--- config.mk ---
export PLATFORM = sky130hd
export DESIGN_NAME = vpu_commit_top
export DESIGN_NICKNAME = d
export VERILOG_FILES = /design/src/vpu_commit_pkg.sv /design/src/commit_beat_if.sv /design/src/commit_merge.sv /design/src/lq_last_tracker.sv /design/src/mem_req_gate.sv /design/src/vpu_commit_top.sv /design/src/vrf_group_accum.sv
export SDC_FILE = /design/constraint.sdc
export NUM_CORES = 2
export LEC_CHECK = 0
export BUFFER_PORTS_ARGS = -buffer_cell sky130_fd_sc_hd__buf_2
export CORE_AREA = 2 2 268 403
export CTS_CLUSTER_SIZE = 16
export DETAILED_ROUTE_END_ITERATION = 12
export DIE_AREA = 0 0 270 405
export SLEW_MARGIN = 20
export SYNTH_ARGS = -nofsm -noshare
export SYNTH_HDL_FRONTEND = slang
export SYNTH_SLANG_ARGS = --single-unit
--- constraint.sdc ---
create_clock -name i_clk -period 22.7 [get_ports i_clk]
set_input_delay 1.135 -clock i_clk [delete_from_list [all_inputs] [get_ports i_clk]]
set_output_delay 1.135 -clock i_clk [all_outputs]
set_load 0.05 [all_outputs]
--- src/vpu_commit_pkg.sv ---
// Vector commit shared definitions
`default_nettype none

package vpu_commit_pkg;

   localparam int VLEN     = 64;
   localparam int LMUL_MAX = 8;
   localparam int XLEN     = 64;
   localparam int LQ_DEPTH = 8;
   localparam int LQID_W   = 3;
   localparam int REQ_ID_W = 8;
   localparam int FFLAGS_W = 5;
   localparam int BYTEN_W  = VLEN / 8;
   localparam int VL_W     = 7;

   // One register and a full LMUL group
   typedef logic [VLEN-1:0]          vreg_t;
   typedef logic [VLEN*LMUL_MAX-1:0] vgroup_t;
   typedef logic [LMUL_MAX-1:0]      vmask_t;

   typedef logic [FFLAGS_W-1:0] fflags_t;
   typedef logic [XLEN-1:0]     xreg_t;

   // Low LQID_W bits of a request id select the LQ entry
   typedef logic [LQID_W-1:0]   lqid_t;
   typedef logic [REQ_ID_W-1:0] req_id_t;

   typedef logic [BYTEN_W-1:0]  byten_t;
   typedef logic [VL_W-1:0]     vl_t;
   typedef logic [LQ_DEPTH-1:0] lq_flags_t;

endpackage

`default_nettype wire

--- src/commit_beat_if.sv ---
// Group accumulator to commit link
`default_nettype none

interface commit_beat_if
   import vpu_commit_pkg::*;
();

   vgroup_t group_nxt;
   vmask_t  mask_nxt;
   fflags_t fflags_nxt;
   logic    commit_fire;

   modport accum (
      output group_nxt,
      output mask_nxt,
      output fflags_nxt,
      input  commit_fire
   );

   modport merge (
      input  group_nxt,
      input  mask_nxt,
      input  fflags_nxt,
      output commit_fire
   );

endinterface

`default_nettype wire

--- src/commit_merge.sv ---
// Commit port merge and register
`default_nettype none

module commit_merge
   import vpu_commit_pkg::*;
(
   input  logic              i_clk,
   input  logic              i_reset,
   input  logic              i_rf_wr,
   input  xreg_t             i_rf_wrdata,
   input  logic              i_fp_rf_wr,
   input  xreg_t             i_fp_rf_wrdata,
   input  logic              i_vec_commit,
   input  logic              i_head_last,
   commit_beat_if.merge      beat,
   output logic              o_commit_valid,
   output vgroup_t           o_commit_data,
   output vmask_t            o_commit_mask,
   output fflags_t           o_commit_fflags
);

   logic    commit_fire;
   vgroup_t vec_data;
   xreg_t   scalar_data;
   vgroup_t commit_data;
   fflags_t commit_fflags;

   // Vector commit waits for the last beat of the head entry
   assign commit_fire = i_rf_wr || i_fp_rf_wr || (i_vec_commit && i_head_last);
   assign beat.commit_fire = commit_fire;

   assign vec_data    = i_vec_commit ? beat.group_nxt : '0;
   assign scalar_data = ({XLEN{i_rf_wr}}    & i_rf_wrdata) |
                        ({XLEN{i_fp_rf_wr}} & i_fp_rf_wrdata);

   always_comb begin
      commit_data             = vec_data;
      commit_data[XLEN-1:0]   = vec_data[XLEN-1:0] | scalar_data;
      commit_fflags           = i_vec_commit ? beat.fflags_nxt : '0;
   end

   always_ff @(posedge i_clk, posedge i_reset) begin
      if (i_reset) begin
         o_commit_valid <= 1'b0;
      end else begin
         o_commit_valid <= commit_fire;
      end
   end

   // Payload held until the next commit
   always_ff @(posedge i_clk) begin
      if (commit_fire) begin
         o_commit_data   <= commit_data;
         o_commit_mask   <= beat.mask_nxt;
         o_commit_fflags <= commit_fflags;
      end
   end

endmodule

`default_nettype wire

--- src/lq_last_tracker.sv ---
// Load queue last-beat tracker
`default_nettype none

module lq_last_tracker
   import vpu_commit_pkg::*;
(
   input  logic      i_clk,
   input  logic      i_reset,
   input  logic      i_lq_alloc,
   input  lqid_t     i_lq_alloc_id,
   input  logic      i_lq_done,
   input  logic      i_lq_commit,
   output lq_flags_t o_lq_last,
   output logic      o_head_last
);

   lq_flags_t lq_last;
   lqid_t     alloc_id_q;
   lqid_t     head_ptr;

   always_ff @(posedge i_clk, posedge i_reset) begin
      if (i_reset) begin
         lq_last    <= '0;
         alloc_id_q <= '0;
      end else begin
         if (i_lq_alloc) begin
            // Single-beat instructions are last at allocation
            lq_last[i_lq_alloc_id] <= i_lq_done;
            alloc_id_q             <= i_lq_alloc_id;
         end else if (i_lq_done) begin
            lq_last[alloc_id_q] <= 1'b1;
         end
      end
   end

   // Retire pointer
   always_ff @(posedge i_clk, posedge i_reset) begin
      if (i_reset) begin
         head_ptr <= '0;
      end else if (i_lq_commit) begin
         if (head_ptr == LQID_W'(LQ_DEPTH - 1)) begin
            head_ptr <= '0;
         end else begin
            head_ptr <= head_ptr + 1'b1;
         end
      end
   end

   assign o_lq_last   = lq_last;
   assign o_head_last = lq_last[head_ptr];

endmodule

`default_nettype wire

--- src/mem_req_gate.sv ---
// Memory request gate for empty loads
`default_nettype none

module mem_req_gate
   import vpu_commit_pkg::*;
(
   input  logic      i_clk,
   input  logic      i_reset,
   input  logic      i_req_prequal,
   input  logic      i_req_load,
   input  byten_t    i_req_byten,
   input  req_id_t   i_req_id,
   input  logic      i_req_last_raw,
   input  logic      i_data_req_rtr,
   input  lq_flags_t i_lq_last,
   output logic      o_data_req,
   output logic      o_mem_last,
   output logic      o_rd_data_vld_2,
   output req_id_t   o_rd_data_resp_id_2
);

   logic  empty_load;
   lqid_t req_lqid;

   assign empty_load = i_req_load && ~|i_req_byten;
   assign req_lqid   = i_req_id[LQID_W-1:0];

   // Empty loads never reach the memory
   assign o_data_req = i_req_prequal && !empty_load;
   assign o_mem_last = i_req_last_raw && i_lq_last[req_lqid];

   always_ff @(posedge i_clk, posedge i_reset) begin
      if (i_reset) begin
         o_rd_data_vld_2 <= 1'b0;
      end else begin
         o_rd_data_vld_2 <= i_req_prequal && i_data_req_rtr && empty_load;
      end
   end

   // Synthetic response id
   always_ff @(posedge i_clk) begin
      o_rd_data_resp_id_2 <= i_req_id;
   end

endmodule

`default_nettype wire

--- src/vpu_commit_top.sv ---
// Vector commit and load queue glue
`default_nettype none

module vpu_commit_top
   import vpu_commit_pkg::*;
(
   input  logic    i_clk,
   input  logic    i_reset,
   input  vl_t     i_csr_vl,

   // Load queue strobes
   input  logic    i_lq_alloc,
   input  lqid_t   i_lq_alloc_id,
   input  logic    i_lq_done,
   input  logic    i_lq_commit,

   // Writeback
   input  logic    i_rf_wr,
   input  xreg_t   i_rf_wrdata,
   input  logic    i_fp_rf_wr,
   input  xreg_t   i_fp_rf_wrdata,
   input  logic    i_vrf_wr,
   input  vreg_t   i_vrf_wrdata,
   input  fflags_t i_vrf_wrexc,
   input  logic    i_vec_commit,

   // Memory requests
   input  logic    i_req_prequal,
   input  logic    i_req_load,
   input  byten_t  i_req_byten,
   input  req_id_t i_req_id,
   input  logic    i_req_last_raw,
   input  logic    i_data_req_rtr,

   output logic    o_commit_valid,
   output vgroup_t o_commit_data,
   output vmask_t  o_commit_mask,
   output fflags_t o_commit_fflags,

   output logic    o_data_req,
   output logic    o_mem_last,
   output logic    o_rd_data_vld_2,
   output req_id_t o_rd_data_resp_id_2
);

   lq_flags_t lq_last;
   logic      head_last;

   commit_beat_if beat_if ();

   lq_last_tracker u_tracker (
      .i_clk         (i_clk),
      .i_reset       (i_reset),
      .i_lq_alloc    (i_lq_alloc),
      .i_lq_alloc_id (i_lq_alloc_id),
      .i_lq_done     (i_lq_done),
      .i_lq_commit   (i_lq_commit),
      .o_lq_last     (lq_last),
      .o_head_last   (head_last)
   );

   vrf_group_accum u_accum (
      .i_clk        (i_clk),
      .i_reset      (i_reset),
      .i_vrf_wr     (i_vrf_wr),
      .i_vrf_wrdata (i_vrf_wrdata),
      .i_vrf_wrexc  (i_vrf_wrexc),
      .i_csr_vl     (i_csr_vl),
      .beat         (beat_if.accum)
   );

   commit_merge u_merge (
      .i_clk           (i_clk),
      .i_reset         (i_reset),
      .i_rf_wr         (i_rf_wr),
      .i_rf_wrdata     (i_rf_wrdata),
      .i_fp_rf_wr      (i_fp_rf_wr),
      .i_fp_rf_wrdata  (i_fp_rf_wrdata),
      .i_vec_commit    (i_vec_commit),
      .i_head_last     (head_last),
      .beat            (beat_if.merge),
      .o_commit_valid  (o_commit_valid),
      .o_commit_data   (o_commit_data),
      .o_commit_mask   (o_commit_mask),
      .o_commit_fflags (o_commit_fflags)
   );

   mem_req_gate u_gate (
      .i_clk               (i_clk),
      .i_reset             (i_reset),
      .i_req_prequal       (i_req_prequal),
      .i_req_load          (i_req_load),
      .i_req_byten         (i_req_byten),
      .i_req_id            (i_req_id),
      .i_req_last_raw      (i_req_last_raw),
      .i_data_req_rtr      (i_data_req_rtr),
      .i_lq_last           (lq_last),
      .o_data_req          (o_data_req),
      .o_mem_last          (o_mem_last),
      .o_rd_data_vld_2     (o_rd_data_vld_2),
      .o_rd_data_resp_id_2 (o_rd_data_resp_id_2)
   );

endmodule

`default_nettype wire

--- src/vrf_group_accum.sv ---
// Vector register group accumulator
`default_nettype none

module vrf_group_accum
   import vpu_commit_pkg::*;
(
   input  logic              i_clk,
   input  logic              i_reset,
   input  logic              i_vrf_wr,
   input  vreg_t             i_vrf_wrdata,
   input  fflags_t           i_vrf_wrexc,
   input  vl_t               i_csr_vl,
   commit_beat_if.accum      beat
);

   logic [$clog2(LMUL_MAX)-1:0] slot_cnt;

   vgroup_t group_q;
   vmask_t  mask_q;
   fflags_t fflags_q;

   vgroup_t group_nxt;
   vmask_t  mask_nxt;
   fflags_t fflags_nxt;

   // Current beat merged into the stored group
   always_comb begin
      group_nxt  = group_q;
      mask_nxt   = mask_q;
      fflags_nxt = fflags_q;
      if (i_vrf_wr) begin
         group_nxt[VLEN*slot_cnt +: VLEN] = i_vrf_wrdata;
         mask_nxt[slot_cnt]               = |i_csr_vl;
         fflags_nxt                       = fflags_q | i_vrf_wrexc;
      end
   end

   always_ff @(posedge i_clk, posedge i_reset) begin
      if (i_reset) begin
         slot_cnt <= '0;
         group_q  <= '0;
         mask_q   <= '0;
         fflags_q <= '0;
      end else begin
         if (beat.commit_fire) begin
            // Next instruction starts at slot zero
            slot_cnt <= '0;
            group_q  <= '0;
            mask_q   <= '0;
            fflags_q <= '0;
         end else if (i_vrf_wr) begin
            slot_cnt <= slot_cnt + 1'b1;
            group_q  <= group_nxt;
            mask_q   <= mask_nxt;
            fflags_q <= fflags_nxt;
         end
      end
   end

   assign beat.group_nxt  = group_nxt;
   assign beat.mask_nxt   = mask_nxt;
   assign beat.fflags_nxt = fflags_nxt;

endmodule

`default_nettype wire
==> results.cfg <==
[status]
status = complete, no violations

[clock_network]
cts_buffers = 100
cts_tree = done
clock_sinks = 1077
htreeDepth = 3
cts_root_buffer = clkbuf_16
clockBufferDepth = 3
hold_buffers = 0
postCtsSetupRepairBufs = 0
cts_resized = 0
worstSkewPairLatency_ps = 700
clk_pin_slew_ps = 70

[grt]
grt_overflow = 0
grt_pass1_wl_mm = 179
grt_max_degree = 219
grt_pass1_vias = 27400
grt.total_usage_pct = 21.9
antenna_found_initial = 10

[setup_path]
cp.required_ps = 23000
path_cells = mux4_2 > nor2_1 > o41ai_4 > buf_4 > buf_12 > buf_4 > buf_4 > buf_12
end_kind = flop
crit_path_start_kind = flop
critical_path_class = flop to flop
crit_path_max_fanout = 213
arrival_ps = 5370
max_stage_delay_ps = 770
critical_path.most_common_cell = buf_4
crit_slowest_cell = buf_4

[drt]
drt-wirelength-per-cell_um = 22.3
detail-route-antenna-nets = 0
vias_per_cell = 5.04
drc = 0
drt_first_pass_iters = 5
first_iter_violations = 2191
drt_wl_total_mm = 122
routed-via-count = 27400

[power]
power_density_nw_per_um2 = 99.2
fin_total_pwr_mw = 5.01
internal-power_mw = 3.35
ir_worst_vdd_v = 0.0000993
seqPwrFrac_pct = 46.3
power_leakage_nw = 23.5
power_frac_comb_pct = 20.2
power_frac_clock_pct = 33.5
switching_share_pct = 33.1
p_switching_mw = 1.66

[logic_synthesis]
syn_inst = 3231
yosysTopAreaCell = edfxtp_1
ys_seq_elements = 1077
seq_area_frac_synth_pct = 70.1
synth_edf_count = 525
synth_top_area_share_pct = 37.4
synth_area_leaders = edfxtp_1 37%, dfrtp_1 32%, mux2i_1 12%
synthFlopType = dfrtp_1
async_flop_share_pct = 50.5
ys_types = 42
syn_area_um2 = 42100
yosysWarnings = 0
syn-num-nets = 3473
synth_area_per_cell_um2 = 13.0

[final_layout]
finish.utilization_pct = 47.6
area_growth_pct = 20.0
drive_above_1_share_pct = 24.5
nets = 4182
final_cells = 5445
finalInstanceArea_um2 = 50600
final.fill_count = 9641
multi_input_area_um2 = 11700
final-seq-area_um2 = 29500

[place]
placed_cells = 5252
portBuffers = 772
dp_hpwl_mm = 78.9
place_ws_ps = 16920
globalplace.congestion = 0.807
place_area_um2 = 47300

[timing]
period_minus_slack_ps = 5060
setup_viol = 0
max_slew.worst_pin.slew_ps = 1110
finalHoldViolations = 0
fin_crit_sh_pct = 22.3
slew_headroom_pct = 26.2
worst_slack_ps = 17640
final.setup.tns_ps = 0
rsz0062_at_grt = false
drv_slew = 0
fmax_ghz = 0.197
holdWs_ps = 479
fin_skew_ps = 30.3

[floorplan]
ioPinCount = 773
num_rows = 147
initial_core_util_pct = 39.7
die_w_um = 270
die_area_um2 = 109000
die_h_um = 405
core_um2 = 106000

[hold_path]
hold_class = flop to flop

[flow_run]
cap_viol_max_count = 0
## power by group through the flow
stage / Sequential (mW) / Clock [mW] / Combinational, mW
after floorplan: 2.94 / 0 / 0.215
after global placement: 2.36 / 0 / 1.02
after detailed placement: 2.36 / 0 / 1.02
after CTS: 2.33 / 1.71 / 1.02
after global routing: 2.34 / 1.79 / 1.06
final: 2.32 / 1.68 / 1.01
## per-layer routing
| layer | GRT usage [%] | up-vias | share of wire, % |
|---|---|---|---|
| li1 | - | 12400 | - |
| met1 | 29.1 | 14000 | 42 |
| met2 | 36.8 | 870 | 50 |
| met3 | 3.90 | 124 | 5.7 |
| met4 | 6.38 | 0 | 2.3 |
| met5 | 0 | - | 0 |
## placed cells by master (no fill, tap or decap), types with 3 or more instances in the layout
| cell type | synthesis | final |
|---|---|---|
| buf_12 | 0 | 3 |
| and2_1 | 172 | 171 |
| buf_2 | 104 | 770 |
| dfrtp_1 | 544 | 543 |
| clkbuf_8 | 0 | 10 |
| a31oi_1 | 11 | 11 |
| and3_1 | 11 | 11 |
| clkbuf_1 | 104 | 37 |
| ha_1 | 6 | 6 |
| a21oi_1 | 15 | 15 |
| clkinv_1 | 0 | 13 |
| diode_2 | 0 | 3 |
| dfxtp_1 | 8 | 8 |
| o21ai_0 | 76 | 76 |
| nand2b_1 | 5 | 5 |
| nand2_1 | 13 | 13 |
| inv_1 | 9 | 7 |
| buf_4 | 3 | 47 |
| nor2_1 | 986 | 985 |
| a21boi_0 | 8 | 8 |
| clkbuf_16 | 0 | 102 |
| bufinv_16 | 0 | 6 |
| mux2i_1 | 497 | 497 |
| nor2b_1 | 13 | 11 |
| clkinv_2 | 0 | 12 |
| a22oi_1 | 66 | 66 |
| edfxtp_1 | 525 | 525 |
| nor3_1 | 9 | 7 |
| mux4_2 | 3 | 3 |
| nand3_1 | 4 | 3 |
| mux2_2 | 10 | 10 |
| or3_1 | 3 | 3 |
## cell type report
class,count,share of cell area (%)
timing repair buffer,820,8.44
tap,1415,3.50
multi-input combinational,1932,23.1
antenna,3,0.0148
sequential,1077,58.4
clock buffer,149,5.59
inverter,9,0.0965
clock inverter,40,0.826
## critical path: cells and delay by family, from the launching register on
family	cells	cell delay, ps
and+or+nand+nor	1	70
muxes	1	380
buffers and inverters	5	3010
AOI/OAI and AO/OA	1	370
DFF	1	470
## worst paths after layout
kind | startpoint | end | slack [ps] | depth (start not counted)
min in group asynchronous | i_reset | u_merge.o_commit_valid | 530 | 2
max in group asynchronous | i_reset | u_tracker.head_ptr[2] | 19350 | 5
setup / recovery | u_tracker.head_ptr[0] | u_merge.o_commit_data[126] | 17640 | 8
setup reg to reg | u_tracker.head_ptr[0] | u_merge.o_commit_data[126] | 17640 | 8
hold reg to reg | u_accum.fflags_q[0] | u_accum.fflags_q[0] | 480 | 2
hold / removal | u_accum.fflags_q[0] | u_accum.fflags_q[0] | 480 | 2
## cell families (layout without fill, tap and decap cells)
family                     after synthesis  in the layout  share of synthesized area [%]
and+or+nand+nor                       1230           1230                           12.3
buffers and inverters                  222           1018                           2.31
AOI/OAI and AO/OA                      184            184                           2.77
muxes                                  510            510                           12.2
other                                    0              3                              0
xor gates and xnor gates                 2              2                         0.0416
adders and majority gates                6              6                          0.178
DFF                                   1077           1077                           70.1
## synth_stat cells (4+ instances only)
library cell / count
and3_1: 11
a21boi_0: 8
nand2_1: 13
nand2b_1: 5
a31oi_1: 11
nor3_1: 9
inv_1: 9
buf_2: 104
and2_1: 172
dfxtp_1: 8
o21ai_0: 76
nor2b_1: 13
clkbuf_1: 104
ha_1: 6
a21oi_1: 15
mux2i_1: 497
dfrtp_1: 544
nand3_1: 4
mux2_2: 10
a22oi_1: 66
edfxtp_1: 525
nor2_1: 986
## registers in the layout, indices dropped and copies added (netlist names)
signal                      flops
u_gate.o_rd_data_resp_id_2      8
u_accum.fflags_q                5
u_tracker.alloc_id_q            3
u_tracker.o_lq_last             8
u_tracker.head_ptr              3
u_gate.o_rd_data_vld_2          1
u_merge.o_commit_fflags         5
u_merge.o_commit_data         512
u_merge.o_commit_mask           8
u_accum.slot_cnt                3
u_accum.group_q               512
u_merge.o_commit_valid          1
u_accum.mask_q                  8
Note: power is estimated with default switching activity, not from simulation.
